<file path="src/source/agc_bus_pkg.sv">
package agc_bus_pkg;

    localparam int BUS_ADDR_W = 8;
    localparam int BUS_DATA_W = 32;

    // Master side of a Wishbone-style bus
    typedef struct packed {
        logic                    cyc;
        logic                    stb;
        logic                    we;
        logic [BUS_ADDR_W-1:0]   adr;
        logic [BUS_DATA_W-1:0]   dat;
        logic [BUS_DATA_W/8-1:0] sel;
    } bus_req_t;

    typedef struct packed {
        logic                  ack;
        logic [BUS_DATA_W-1:0] dat;
    } bus_rsp_t;

    // One-cycle request from the sequencer to the bus master
    typedef struct packed {
        logic                  valid;
        logic                  we;
        logic [BUS_ADDR_W-1:0] adr;
        logic [BUS_DATA_W-1:0] dat;
    } xfer_req_t;

endpackage

</file>
<file path="src/source/agc_loop_pkg.sv">
package agc_loop_pkg;

    // Downstream AGC register map
    localparam logic [7:0] ADDR_CTRL   = 8'h00;
    localparam logic [7:0] ADDR_SCALE  = 8'h10;
    localparam logic [7:0] ADDR_OFFSET = 8'h14;

    // Control words written to ADDR_CTRL
    localparam logic [31:0] CMD_START = 32'h0000_0001;
    localparam logic [31:0] CMD_RESET = 32'h0000_0004;  // Clear statistics
    localparam logic [31:0] CMD_LOAD  = 32'h0000_0300;  // Load scale and offset
    localparam logic [31:0] CMD_APPLY = 32'h0000_0400;

    // Control/status register fields
    typedef struct packed {
        logic [20:0] rsvd_hi;
        logic        apply;
        logic [1:0]  load;
        logic [4:0]  rsvd_lo;
        logic        reset;
        logic        done;     // Sample period finished, read side only
        logic        start;
    } agc_ctrl_t;

    typedef union packed {
        logic [31:0] raw;
        agc_ctrl_t   ctrl;
    } agc_word_u;

    typedef enum logic [3:0] {
        BOOT, WRITE_SCALE, WRITE_OFFSET, LOAD, APPLY,
        RESET, START, POLL, READ_INFO, CALC
    } seq_state_e;

    localparam int SCALE_W  = 17;
    localparam int OFFSET_W = 16;

    localparam logic [SCALE_W-1:0]  START_SCALE   = 17'd1800;
    localparam logic [OFFSET_W-1:0] START_OFFSET  = 16'd0;
    localparam logic [SCALE_W-1:0]  SCALE_MIN_CUT = 17'h0012C;
    localparam logic [SCALE_W-1:0]  SCALE_MAX_CUT = 17'h1FBD0;

    localparam int N_INFO = 6;
    typedef logic [N_INFO-1:0][31:0] info_bank_t;  // Status words read back each cycle

endpackage

</file>
<file path="src/source/agc_bus_master.sv">
module agc_bus_master (
    input  logic                                  aclk,
    input  logic                                  wb_rst_i,
    input  logic                                  agc_reset_i,
    input  agc_bus_pkg::xfer_req_t                req_i,
    input  agc_bus_pkg::bus_rsp_t                 bus_rsp_i,
    output agc_bus_pkg::bus_req_t                 bus_req_o,
    output logic                                  done_o,
    output logic [agc_bus_pkg::BUS_DATA_W-1:0]    rdata_o
);
    import agc_bus_pkg::*;

    bus_req_t issue_req;
    logic     ack_seen;

    assign ack_seen = bus_req_o.cyc && bus_rsp_i.ack;

    // Bus word for a new request, cyc and stb rise together
    always_comb begin
        issue_req     = '0;
        issue_req.cyc = 1'b1;
        issue_req.stb = 1'b1;
        issue_req.we  = req_i.we;
        issue_req.adr = req_i.adr;
        issue_req.dat = req_i.dat;
        issue_req.sel = '1;
    end

    always_ff @(posedge aclk) begin
        if (wb_rst_i || agc_reset_i) begin
            bus_req_o <= '0;
            done_o    <= 1'b0;
        end else begin
            done_o <= 1'b0;
            if (ack_seen) begin
                bus_req_o <= '0;     // Release the bus on the ack edge
                done_o    <= 1'b1;
            end else if (req_i.valid) begin
                bus_req_o <= issue_req;
            end
        end
    end

    always_ff @(posedge aclk) begin
        if (ack_seen) begin
            rdata_o <= bus_rsp_i.dat;  // Meaningful on reads only
        end
    end

    // The sequencer waits for done before it asks again
    a_no_req_while_open: assert property (
        @(posedge aclk) disable iff (wb_rst_i || agc_reset_i)
        req_i.valid |-> !bus_req_o.cyc
    ) else $error("request issued while a downstream transaction is open");

endmodule

</file>
<file path="src/source/agc_sequencer.sv">
module agc_sequencer #(
    parameter int BOOT_CYCLES = 31
) (
    input  logic                                  aclk,
    input  logic                                  wb_rst_i,
    input  logic                                  agc_reset_i,
    input  logic                                  done_i,
    input  logic [agc_bus_pkg::BUS_DATA_W-1:0]    rdata_i,
    input  logic [agc_loop_pkg::SCALE_W-1:0]      new_scale_i,
    input  logic [agc_loop_pkg::OFFSET_W-1:0]     new_offset_i,
    output agc_bus_pkg::xfer_req_t                req_o,
    output agc_loop_pkg::info_bank_t              info_o
);
    import agc_bus_pkg::*;
    import agc_loop_pkg::*;

    localparam int CNT_W = $clog2(BOOT_CYCLES + 2);

    seq_state_e            state;
    logic                  busy;          // Downstream transaction open
    logic [CNT_W-1:0]      boot_cnt;
    logic [2:0]            info_idx;
    logic [SCALE_W-1:0]    scale_q;
    logic [OFFSET_W-1:0]   offset_q;
    logic [BUS_DATA_W-1:0] scale_word;
    logic [BUS_DATA_W-1:0] offset_word;
    logic                  issue;
    agc_word_u             status;

    assign scale_word  = {{(BUS_DATA_W-SCALE_W){1'b0}}, scale_q};
    assign offset_word = {{(BUS_DATA_W-OFFSET_W){offset_q[OFFSET_W-1]}}, offset_q};
    assign status.raw  = rdata_i;
    assign issue       = !busy && (state != BOOT) && (state != CALC);

    ////////////////////////////////////////
    // Request for the current phase
    ////////////////////////////////////////
    always_comb begin
        req_o = '0;
        unique case (state)
            WRITE_SCALE:  req_o = '{valid: issue, we: 1'b1, adr: ADDR_SCALE, dat: scale_word};
            WRITE_OFFSET: req_o = '{valid: issue, we: 1'b1, adr: ADDR_OFFSET, dat: offset_word};
            LOAD:         req_o = '{valid: issue, we: 1'b1, adr: ADDR_CTRL, dat: CMD_LOAD};
            APPLY:        req_o = '{valid: issue, we: 1'b1, adr: ADDR_CTRL, dat: CMD_APPLY};
            RESET:        req_o = '{valid: issue, we: 1'b1, adr: ADDR_CTRL, dat: CMD_RESET};
            START:        req_o = '{valid: issue, we: 1'b1, adr: ADDR_CTRL, dat: CMD_START};
            POLL:         req_o = '{valid: issue, we: 1'b0, adr: ADDR_CTRL, dat: '0};
            READ_INFO: begin
                req_o.valid = issue;
                req_o.adr   = BUS_ADDR_W'({info_idx, 2'b00});  // Word addresses 0 to 0x14
            end
            default: req_o = '0;
        endcase
    end

    ////////////////////////////////////////
    // Phase sequencing and status store
    ////////////////////////////////////////
    always_ff @(posedge aclk) begin
        if (wb_rst_i || agc_reset_i) begin
            state    <= BOOT;
            busy     <= 1'b0;
            boot_cnt <= CNT_W'(BOOT_CYCLES);
            info_idx <= '0;
            scale_q  <= START_SCALE;
            offset_q <= START_OFFSET;
            info_o   <= '0;
        end else begin
            if (req_o.valid) begin
                busy <= 1'b1;
            end else if (done_i) begin
                busy <= 1'b0;
            end
            unique case (state)
                BOOT: begin
                    if (boot_cnt != '0) boot_cnt <= boot_cnt - 1'b1;
                    else state <= WRITE_SCALE;
                end
                WRITE_SCALE:  if (done_i) state <= WRITE_OFFSET;
                WRITE_OFFSET: if (done_i) state <= LOAD;
                LOAD:         if (done_i) state <= APPLY;
                APPLY: begin
                    if (done_i) begin
                        info_o[4] <= scale_word;   // Values now live downstream
                        info_o[5] <= offset_word;
                        state     <= RESET;
                    end
                end
                RESET:        if (done_i) state <= START;
                START:        if (done_i) state <= POLL;
                POLL:         if (done_i && status.ctrl.done) state <= READ_INFO;
                READ_INFO: begin
                    if (done_i) begin
                        info_o[info_idx] <= rdata_i;
                        info_idx         <= info_idx + 1'b1;
                        if (info_idx == 3'(N_INFO - 1)) state <= CALC;
                    end
                end
                CALC: begin
                    scale_q  <= new_scale_i;
                    offset_q <= new_offset_i;
                    info_idx <= '0;
                    state    <= WRITE_SCALE;
                end
                default: state <= BOOT;
            endcase
        end
    end

    a_state_legal: assert property (
        @(posedge aclk) disable iff (wb_rst_i)
        state inside {BOOT, WRITE_SCALE, WRITE_OFFSET, LOAD, APPLY,
                      RESET, START, POLL, READ_INFO, CALC}
    ) else $error("sequencer left its state set");

endmodule

</file>
<file path="src/source/agc_update_calc.sv">
module agc_update_calc #(
    parameter int TARGET_RMS_SQUARED       = 16,
    parameter int RMS_SQUARE_SCALE_ERR     = 0,
    parameter int OFFSET_ERR               = 5,
    parameter int SCALE_DELTA              = 30,
    parameter int OFFSET_DELTA             = 25,
    parameter int TIMESCALE_REDUCTION_BITS = 4
) (
    input  agc_loop_pkg::info_bank_t              info_i,
    input  logic [agc_loop_pkg::SCALE_W-1:0]      prev_scale_i,
    input  logic [agc_loop_pkg::OFFSET_W-1:0]     prev_offset_i,
    output logic [agc_loop_pkg::SCALE_W-1:0]      new_scale_o,
    output logic [agc_loop_pkg::OFFSET_W-1:0]     new_offset_o
);
    import agc_loop_pkg::*;

    localparam int          MS_SHIFT = 17 - TIMESCALE_REDUCTION_BITS;
    localparam logic [25:0] MS_HIGH  = 26'(TARGET_RMS_SQUARED + RMS_SQUARE_SCALE_ERR);
    localparam logic [25:0] MS_LOW   = 26'(TARGET_RMS_SQUARED - RMS_SQUARE_SCALE_ERR);

    logic [24:0]         mean_sq;
    logic [SCALE_W-1:0]  word4_scale;
    logic [OFFSET_W-1:0] word5_offset;
    logic [32:0]         above_plus_err;   // Extra bit keeps the sum from wrapping
    logic [32:0]         below_plus_err;

    assign mean_sq        = info_i[1][24:0] >> MS_SHIFT;
    assign word4_scale    = info_i[4][SCALE_W-1:0];
    assign word5_offset   = info_i[5][OFFSET_W-1:0];
    assign above_plus_err = {1'b0, info_i[2]} + 33'(OFFSET_ERR);
    assign below_plus_err = {1'b0, info_i[3]} + 33'(OFFSET_ERR);

    // Scale follows the mean-square estimate, clamped near the cuts
    always_comb begin
        new_scale_o = prev_scale_i;
        if ({1'b0, mean_sq} > MS_HIGH) begin
            if (info_i[4] > SCALE_MIN_CUT) new_scale_o = word4_scale - SCALE_W'(SCALE_DELTA);
            else new_scale_o = word4_scale;
        end else if ({1'b0, mean_sq} < MS_LOW) begin
            if (info_i[4] < SCALE_MAX_CUT) new_scale_o = word4_scale + SCALE_W'(SCALE_DELTA);
            else new_scale_o = word4_scale;
        end
    end

    // Offset balances the above and below counts
    always_comb begin
        new_offset_o = prev_offset_i;
        if ({1'b0, info_i[2]} > below_plus_err) begin
            new_offset_o = word5_offset - OFFSET_W'(OFFSET_DELTA);
        end else if ({1'b0, info_i[3]} > above_plus_err) begin
            new_offset_o = word5_offset + OFFSET_W'(OFFSET_DELTA);
        end
    end

endmodule

</file>
<file path="src/source/agc_status_target.sv">
module agc_status_target #(
    parameter int SCALE_DELTA  = 30,
    parameter int OFFSET_DELTA = 25
) (
    input  logic                     aclk,
    input  logic                     wb_rst_i,
    input  agc_bus_pkg::bus_req_t    host_req_i,
    input  agc_loop_pkg::info_bank_t info_i,
    output agc_bus_pkg::bus_rsp_t    host_rsp_o
);
    import agc_bus_pkg::*;
    import agc_loop_pkg::*;

    typedef enum logic [1:0] {IDLE, READ, WRITE, ACK} tgt_state_e;

    localparam logic [SCALE_W-1:0]  SCALE_STEP  = SCALE_W'(SCALE_DELTA);
    localparam logic [OFFSET_W-1:0] OFFSET_STEP = OFFSET_W'(OFFSET_DELTA);

    tgt_state_e            state;
    logic [3:0]            word_sel;
    logic [BUS_DATA_W-1:0] rd_data;
    logic [BUS_DATA_W-1:0] resp_q;

    assign word_sel = host_req_i.adr[5:2];

    // Address bit 6 picks the loop registers over the status store
    always_comb begin
        rd_data = '0;
        if (host_req_i.adr[6]) begin
            case (word_sel)
                4'd0:    rd_data = {{(BUS_DATA_W-SCALE_W){1'b0}}, SCALE_STEP};
                4'd1:    rd_data = {{(BUS_DATA_W-OFFSET_W){OFFSET_STEP[OFFSET_W-1]}}, OFFSET_STEP};
                default: rd_data = '0;
            endcase
        end else if (word_sel < 4'(N_INFO)) begin
            rd_data = info_i[word_sel[2:0]];
        end
    end

    always_ff @(posedge aclk) begin
        if (wb_rst_i) begin
            state <= IDLE;
        end else begin
            unique case (state)
                IDLE: begin
                    if (host_req_i.cyc && host_req_i.stb) begin
                        state <= host_req_i.we ? WRITE : READ;
                    end
                end
                READ:    state <= ACK;
                WRITE:   state <= ACK;   // No writable registers here
                default: state <= IDLE;
            endcase
        end
    end

    always_ff @(posedge aclk) begin
        if (state == READ) resp_q <= rd_data;
    end

    assign host_rsp_o.ack = (state == ACK);
    assign host_rsp_o.dat = resp_q;

    a_ack_single: assert property (
        @(posedge aclk) disable iff (wb_rst_i)
        host_rsp_o.ack |=> !host_rsp_o.ack
    ) else $error("host ack held for more than one cycle");

endmodule

</file>
<file path="src/source/agc_loop_top.sv">
module agc_loop_top #(
    parameter int TARGET_RMS_SQUARED       = 16,
    parameter int RMS_SQUARE_SCALE_ERR     = 0,
    parameter int OFFSET_ERR               = 5,
    parameter int SCALE_DELTA              = 30,
    parameter int OFFSET_DELTA             = 25,
    parameter int TIMESCALE_REDUCTION_BITS = 4,
    parameter int BOOT_CYCLES              = 31
) (
    input  logic                  aclk,
    input  logic                  wb_rst_i,
    input  logic                  agc_reset_i,
    output agc_bus_pkg::bus_req_t agc_req_o,
    input  agc_bus_pkg::bus_rsp_t agc_rsp_i,
    input  agc_bus_pkg::bus_req_t host_req_i,
    output agc_bus_pkg::bus_rsp_t host_rsp_o
);
    import agc_bus_pkg::*;
    import agc_loop_pkg::*;

    xfer_req_t             seq_req;
    logic                  xfer_done;
    logic [BUS_DATA_W-1:0] xfer_rdata;
    info_bank_t            info_bank;
    logic [SCALE_W-1:0]    new_scale;
    logic [OFFSET_W-1:0]   new_offset;

    agc_sequencer #(.BOOT_CYCLES(BOOT_CYCLES)) u_sequencer (
        .aclk(aclk), .wb_rst_i(wb_rst_i), .agc_reset_i(agc_reset_i),
        .done_i(xfer_done), .rdata_i(xfer_rdata),
        .new_scale_i(new_scale), .new_offset_i(new_offset),
        .req_o(seq_req), .info_o(info_bank)
    );

    agc_bus_master u_bus_master (
        .aclk(aclk), .wb_rst_i(wb_rst_i), .agc_reset_i(agc_reset_i),
        .req_i(seq_req), .bus_rsp_i(agc_rsp_i), .bus_req_o(agc_req_o),
        .done_o(xfer_done), .rdata_o(xfer_rdata)
    );

    // Previous scale and offset come back as status words 4 and 5
    agc_update_calc #(
        .TARGET_RMS_SQUARED(TARGET_RMS_SQUARED), .RMS_SQUARE_SCALE_ERR(RMS_SQUARE_SCALE_ERR),
        .OFFSET_ERR(OFFSET_ERR), .SCALE_DELTA(SCALE_DELTA), .OFFSET_DELTA(OFFSET_DELTA),
        .TIMESCALE_REDUCTION_BITS(TIMESCALE_REDUCTION_BITS)
    ) u_update_calc (
        .info_i(info_bank),
        .prev_scale_i(info_bank[4][SCALE_W-1:0]), .prev_offset_i(info_bank[5][OFFSET_W-1:0]),
        .new_scale_o(new_scale), .new_offset_o(new_offset)
    );

    agc_status_target #(.SCALE_DELTA(SCALE_DELTA), .OFFSET_DELTA(OFFSET_DELTA)) u_status_target (
        .aclk(aclk), .wb_rst_i(wb_rst_i), .host_req_i(host_req_i),
        .info_i(info_bank), .host_rsp_o(host_rsp_o)
    );

endmodule

</file>
<file path="config.mk">
export PLATFORM = sky130hd
export DESIGN_NAME = agc_loop_top
export DESIGN_NICKNAME = d
export VERILOG_FILES = /design/src/source/agc_bus_pkg.sv /design/src/source/agc_loop_pkg.sv /design/src/source/agc_bus_master.sv /design/src/source/agc_sequencer.sv /design/src/source/agc_update_calc.sv /design/src/source/agc_status_target.sv /design/src/source/agc_loop_top.sv
export SDC_FILE = /design/constraint.sdc
export NUM_CORES = 1
export LEC_CHECK = 0
export BUFFER_PORTS_ARGS = -buffer_cell sky130_fd_sc_hd__buf_2
export CAP_MARGIN = 25
export CORE_AREA = 4 4 247 249
export DETAILED_ROUTE_END_ITERATION = 12
export DIE_AREA = 0 0 251 253
export GPL_TIMING_DRIVEN = 0
export MAX_ROUTING_LAYER = met4
export PLACE_DENSITY = 0.56
export SLEW_MARGIN = 20
export SYNTH_ARGS = -nofsm -noshare
export SYNTH_HDL_FRONTEND = slang
export SYNTH_SLANG_ARGS = --single-unit
</file>
<file path="constraint.sdc">
create_clock -name aclk -period 3.7 [get_ports aclk]
set_input_delay 0.555 -clock aclk [delete_from_list [all_inputs] [get_ports aclk]]
set_output_delay 0.555 -clock aclk [all_outputs]
set_load 0.05 [all_outputs]
</file>
==> metrics, run 1 <==
final worst-path cycle share=1.07; TritonRoute pass-1 iters=6; H-tree Lvls=2; synthesis-stage register bit count=329; first-pass GRT wire length=roughly 95 mm; Reg clk slew, reported paths=60 ps; most numerous cell in the Yosys netlist=nand2_1; chip width=251 microns; top cells by area, synth=dfxtp_1 30%, edfxtp_1 11%, nand2_1 8.4%, a21oi_1 6.4%, ha_1 5.4%; total wire length=62.7 mm; Mapped Avg Cell Area=8.52 sq um; Slew Viols, Final=0; Req. time, crit path=4150 ps; Hold Path Depth=1; Ports=163; final setup violation count=14; Port Buffer Count=117; filler-free cell count of the finished design=around 3100; Final Critical Period=3940 ps; total power=8.04 mW; gpl congestion=roughly 0.95; Worst Setup Path Type=flop to flop; Area after DPL=0.0192 sq mm; worst slew pin tran=879 ps; vias per cell=5.31; area grow syn2layout=21.9%; area leader, netlist=dfxtp_1; crit path from=u_sequencer.info_o[69]$_SDFFE_PP0P_; failing checks=setup timing; CP Launch Type=flop; Syn Inst Count=2057; crit-path cells=nand4_1 > nor3b_2 > and3_1 > clkbuf_8 > nand3_4 > nor2_4 > nand2_2 > nor3_2 > xnor2_1 > ha_1 > nand3_4 > or4_4 > a31oi_4 > o21bai_4 > buf_6 > nor4_4 > o21ai_1 > a32o_1; CTS root buf=clkbuf_16; outcome=complete, but fails checks; First DRT Iteration DRCs=between 1500 and 2000; Pwr Density=377 mW/mm^2; Longest Clk Path Bufs=3; Die Ht=253 microns; Post-synth EDFFs=64; Max Cap Violations=0; Placed Cells incl. Taps=2955; vias in the first global route=15884; cell area after layout=about 0.021 sq mm; GRT Overall Usage=0.195; # DRC=0; synth cell count leaders=393 x nand2_1, 265 x dfxtp_1, 223 x a21oi_1, 195 x nor2_1, 122 x clkbuf_1; Async S/R FF share, synth=0; TritonCTS clock tree=built; Fillers=just under 6000; r2r startpoint=u_sequencer.info_o[69]$_SDFFE_PP0P_; worst hold slack=between 150 and 200 ps; CTS buffer count=38; Worst Setup End Kind=flop; worst hold path type=input port to flop; core area=0.0587 sq mm; RSZ-0062 raised after global routing=true; Max Clk Rate=~250 MHz; Worst slew margin=0.413; CP most frequent cell=nand3_4; synth warn=0; CP Max Fanout=5; Worst EP arrival=4390 ps; Hold Vio Cnt, Final=0; share of cells above drive strength 1=0.192; mapped cell area=0.0175 sq mm; worst ir drop on vdd=0.000278 V; largest net degree at the start of global routing=26; Lkg Pwr=7.52 nW; Initial Utilization=0.299; Worst Reg-to-Reg Cells=18; top cell type's share of synthesized area=0.303; HPWL Detailed=48.3 mm; post-synthesis cell type count=78; Final WS setup=-243 ps; Synth Flop Type=dfxtp_1; Die Area=0.0635 sq mm; worst-skew pair later-pin latency=560 ps; antenna violations before repair=1; CP peak stage delay=560 ps; Slowest-stage cell, CP=or4_4; clock sinks=329; Routed Antenna Nets=0; total grt overflow=0; hold-fix buffer count after cts=0; HP Start=agc_rsp_i[14]; Rows=89; wire length per cell=20.3 microns; end-of-flow core utilization=0.364; Seq/Total Area, Yosys=0.413; Layout Nets=2435; Worst Skew=approximately 22 ps; vias post-DR=16361
-- flip-flops by register name, indices dropped and copies added, names as in the netlist --
name / flops
u_sequencer.state: 4
u_sequencer.info_o: 192
u_sequencer.info_idx: 3
u_sequencer.busy: 1
u_status_target.state: 2
u_sequencer.offset_q: 16
u_bus_master.bus_req_o: 23
u_status_target.resp_q: 32
u_bus_master.done_o: 1
u_sequencer.boot_cnt: 6
u_bus_master.rdata_o: 32
u_sequencer.scale_q: 17
-- logic make-up (layout without fill, tap and decap cells) --
group,Yosys count,after routing,synth area share
mux,63,63,0.0610
other cells,1,6,0.000214
flops,329,329,0.413
buf+inv,200,445,0.0499
compound gates,472,472,0.169
fa+ha+maj,76,76,0.0543
simple gates,828,828,0.209
xor+xnor,88,88,0.0440
-- final timing paths --
| path | slack [ps] | to |
|---|---|---|
| worst max-delay path | -240 | u_sequencer.offset_q[14]$_SDFFE_PP0P_ |
| worst max register to register | -240 | u_sequencer.offset_q[14]$_SDFFE_PP0P_ |
| worst min-delay path | 160 | u_bus_master.rdata_o[14]$_DFFE_PP_ |
| worst min register to register | 450 | u_sequencer.info_o[39]$_SDFFE_PP0P_ |
-- worst max-delay path, delay by kind of cell (launching register included) --
kind / cells / cell delay, ps
AOI/OAI and AO/OA: 4 / 740
xor gates and xnor gates: 1 / 100
adders and majority gates: 1 / 350
buffers and inverters: 2 / 280
DFF: 1 / 340
and+or+nand+nor: 10 / 2030
-- layout by cell type, fill, tap and decap left out, types with 16 or more instances in the layout --
cell type / Yosys / final
a211oi_1: 25 / 22
a21oi_1: 223 / 222
a221oi_1: 28 / 28
a22oi_1: 57 / 57
and3_1: 19 / 16
buf_2: 9 / 127
buf_4: 24 / 71
clkbuf_1: 122 / 132
clkbuf_16: 0 / 42
dfxtp_1: 265 / 233
dfxtp_4: 0 / 18
edfxtp_1: 64 / 64
ha_1: 76 / 73
inv_1: 28 / 26
mux2_2: 30 / 30
mux4_2: 32 / 32
nand2_1: 393 / 390
nand3_1: 52 / 48
nand4_1: 33 / 33
nor2_1: 195 / 187
nor3_1: 52 / 43
o21ai_0: 59 / 56
xnor2_1: 35 / 34
xor2_1: 53 / 53
-- per-stage QoR --
step                      worst slack (ps)  setup TNS (ps)
after global placement                -859          -12050
after floorplan                       18.9               0
after global routing                  -405           -4770
final                                 -243           -2520
after CTS                             -239           -2540
after detailed placement              -962          -13980
-- area by class of cell --
cell class                      instances  area (sq um)  area share
Multi-Input combinational cell       1532          9850       0.461
Tap cell                              773           967      0.0453
Buffer                                172           790      0.0370
Clock buffer                           58          1150      0.0539
Timing Repair Buffer                  175          1080      0.0508
Antenna cell                            1          2.50    0.000117
Inverter                               28           105     0.00492
Clock inverter                         12          87.6     0.00410
Sequential cell                       329          7310       0.343
-- where the power goes --
part / leakage, nW / total, mW / switching [mW] / internal [mW]
clock network: 0.607 / 3.76 / 1.54 / 2.22
logic: 4.16 / 0.543 / 0.418 / 0.125
registers: 2.75 / 3.74 / 0.0222 / 3.72
-- what timing repair did --
action,CTS,global route
pin swaps,41,38
resized for setup,100,29
buffers inserted,41,12
endpoints found under the setup margin,16,16
gates cloned,2,0
-- routing by layer --
| layer | GRT usage | wire, microns | vias up |
|---|---|---|---|
| met5 | - | 0 | - |
| met4 | 0.0678 | 2280 | 0 |
| met3 | 0.0311 | 4370 | 110 |
| met2 | 0.318 | 29500 | 614 |
| met1 | 0.248 | 26500 | 7914 |
| li1 | - | - | 7723 |
Power figures use the tool's default switching activity.
==> inputs of run 2 (changes only) <==
==> constraint.sdc (replaced) <==
create_clock -name aclk -period 3.4 [get_ports aclk]
set_input_delay 0.51 -clock aclk [delete_from_list [all_inputs] [get_ports aclk]]
set_output_delay 0.51 -clock aclk [all_outputs]
set_load 0.05 [all_outputs]
==> run 2 against run 1 <==
Effect of this change: the flow still finishes with violations (setup timing); clock power grew 14%; fmax grew 0.61%; highest routed layer unchanged; flip-flop and latch count is the same; largest power group unchanged; design area grew 1.2%.
==> metrics, run 2 (synthesis results as in run 1) <==
antenna violations before repair=0; HPWL Detailed=slightly below 50 mm; CTS buffer count=39; hold-fix buffer count after cts=0; vias in the first global route=approximately 16000; total power=around 9 mW; # DRC=0; area grow syn2layout=23.3%; total wire length=approximately 63 mm; CP Max Fanout=5; Worst EP arrival=4360 ps; Pwr Density=414 mW/mm^2; Slowest-stage cell, CP=or4_4; Die Area=0.0635 sq mm; chip width=251 microns; Final WS setup=-519 ps; Max Cap Violations=0; Reg clk slew, reported paths=60 ps; Die Ht=253 microns; final setup violation count=16; max reg flops=between 150 and 200; Worst Setup Path Type=flop to flop; Longest Clk Path Bufs=3; first-pass GRT wire length=96.3 mm; filler-free cell count of the finished design=3091; Placed Cells incl. Taps=roughly 3000; largest register by flop count=u_sequencer.info_o; Port Buffer Count=roughly 120; wire length per cell=20.4 microns; final worst-path cycle share=1.15; storage element area=~0.0073 sq mm; worst ir drop on vdd=0.000361 V; share of cells above drive strength 1=0.206; multi-input logic area=0.00993 sq mm; Slew Viols, Final=0; Largest regs=u_sequencer.info_o x192, u_bus_master.rdata_o x32, u_status_target.resp_q x32; GRT Overall Usage=0.199; failing checks=setup timing; Worst slew margin=0.281; Rows=89; worst slew pin tran=1080 ps; total grt overflow=0; worst hold slack=126 ps; crit-path cells=nand4_1 > nor3b_2 > and3_1 > clkbuf_8 > nand3_4 > nor2_4 > nand2_2 > nor3_2 > xnor2_1 > ha_1 > nand3_4 > or4_4 > a31oi_4 > o21bai_4 > buf_8 > buf_6 > o31ai_4 > xnor2_1 > o21ai_1; Max Clk Rate=255 MHz; end-of-flow core utilization=0.368; Ports=163; most frequent cells in the layout=390 x nand2_1, 226 x dfxtp_1, 220 x a21oi_1, 184 x nor2_1, 129 x clkbuf_1; commonest non-fill, non-tap cell in the layout=nand2_1; Fillers=5921; CP top delay family=simple AND/OR/NAND/NOR gates; clock sinks=329; vias per cell=around 5.3; Lkg Pwr=7.65 nW; CTS root buf=clkbuf_16; CP peak stage delay=530 ps; Routed Antenna Nets=0; core area=0.0587 sq mm; crit path buf inv count=3; Req. time, crit path=3840 ps; Worst Setup End Kind=flop; outcome=complete, but fails checks; Layout Nets=2446; ant diodes=0; Final Critical Period=3920 ps; Hold Vio Cnt, Final=0; First DRT Iteration DRCs=1304; TritonRoute pass-1 iters=5; gpl congestion=0.951; largest net degree at the start of global routing=19; vias post-DR=16473; H-tree Lvls=2; Initial Utilization=0.299; TritonCTS clock tree=built; worst hold path type=input port to flop; RSZ-0062 raised after global routing=true; CP Launch Type=flop; worst-skew pair later-pin latency=570 ps; Worst Skew=19.4 ps
==> run 2: worst paths after layout <==
path / start / to / slack, ps / cells past startpoint
worst max-delay path: u_sequencer.info_o[67]$_SDFFE_PP0P_ / u_sequencer.offset_q[4]$_SDFFE_PP0P_ / -520 / 19
worst min-delay path: agc_rsp_i[17] / u_bus_master.rdata_o[17]$_DFFE_PP_ / 130 / 1
worst max register to register: u_sequencer.info_o[67]$_SDFFE_PP0P_ / u_sequencer.offset_q[4]$_SDFFE_PP0P_ / -520 / 19
worst min register to register: u_sequencer.info_o[25]$_SDFFE_PP0P_ / u_sequencer.info_o[25]$_SDFFE_PP0P_ / 450 / 2
==> run 2: per-layer routing <==
metal | global-route usage | wire [microns] | vias up
met2 | 0.324 | 29600 | 655
met5 | - | 0 | -
met1 | 0.251 | 26500 | 7933
li1 | - | - | 7758
met3 | 0.0290 | 4280 | 127
met4 | 0.0775 | 2710 | 0
==> run 2: timing repair <==
item | CTS | global route
gates cloned | 1 | 0
endpoints found under the setup margin | 16 | 26
pin swaps | 52 | 27
gates resized for setup | 94 | 32
buffers inserted | 49 | 15
==> run 2: report_power, final <==
part | switching (mW) | total (mW) | internal (mW)
Sequential | 0.0222 | 4.06 | 4.04
Clock | 1.76 | 4.29 | 2.53
Combinational | 0.458 | 0.594 | 0.136
Total | 2.24 | 8.95 | 6.71
==> run 2: per-stage QoR <==
stage                     instance area, sq um  setup slack, ps  TNS [ps]
after floorplan                          17700             -189     -1280
after global placement                   19300            -1270    -17130
after detailed placement                 19300            -1260    -16990
final                                    21600             -519     -6660
after CTS                                21400             -540     -6890
after global routing                     21600             -668     -9320
==> run 2: layout make-up <==
cell class                      instances  area share
Clock inverter                         20      0.0107
Sequential cell                       329       0.339
Clock buffer                           52      0.0493
Inverter                               28     0.00498
Timing Repair Buffer                  186      0.0552
Buffer                                171      0.0361
Multi-Input combinational cell       1532       0.460
Tap cell                              773      0.0448
==> run 2: worst register-to-register path, stage by stage (launching register included) <==
cell and delay, ps:
dfxtp_4 350, nand4_1 140, nor3b_2 250, and3_1 210
clkbuf_8 150, nand3_4 70, nor2_4 140, nand2_2 100
nor3_2 170, xnor2_1 90, ha_1 350, nand3_4 120
or4_4 540, a31oi_4 210, o21bai_4 160, buf_8 190
buf_6 110, o31ai_4 210, xnor2_1 160, o21ai_1 80
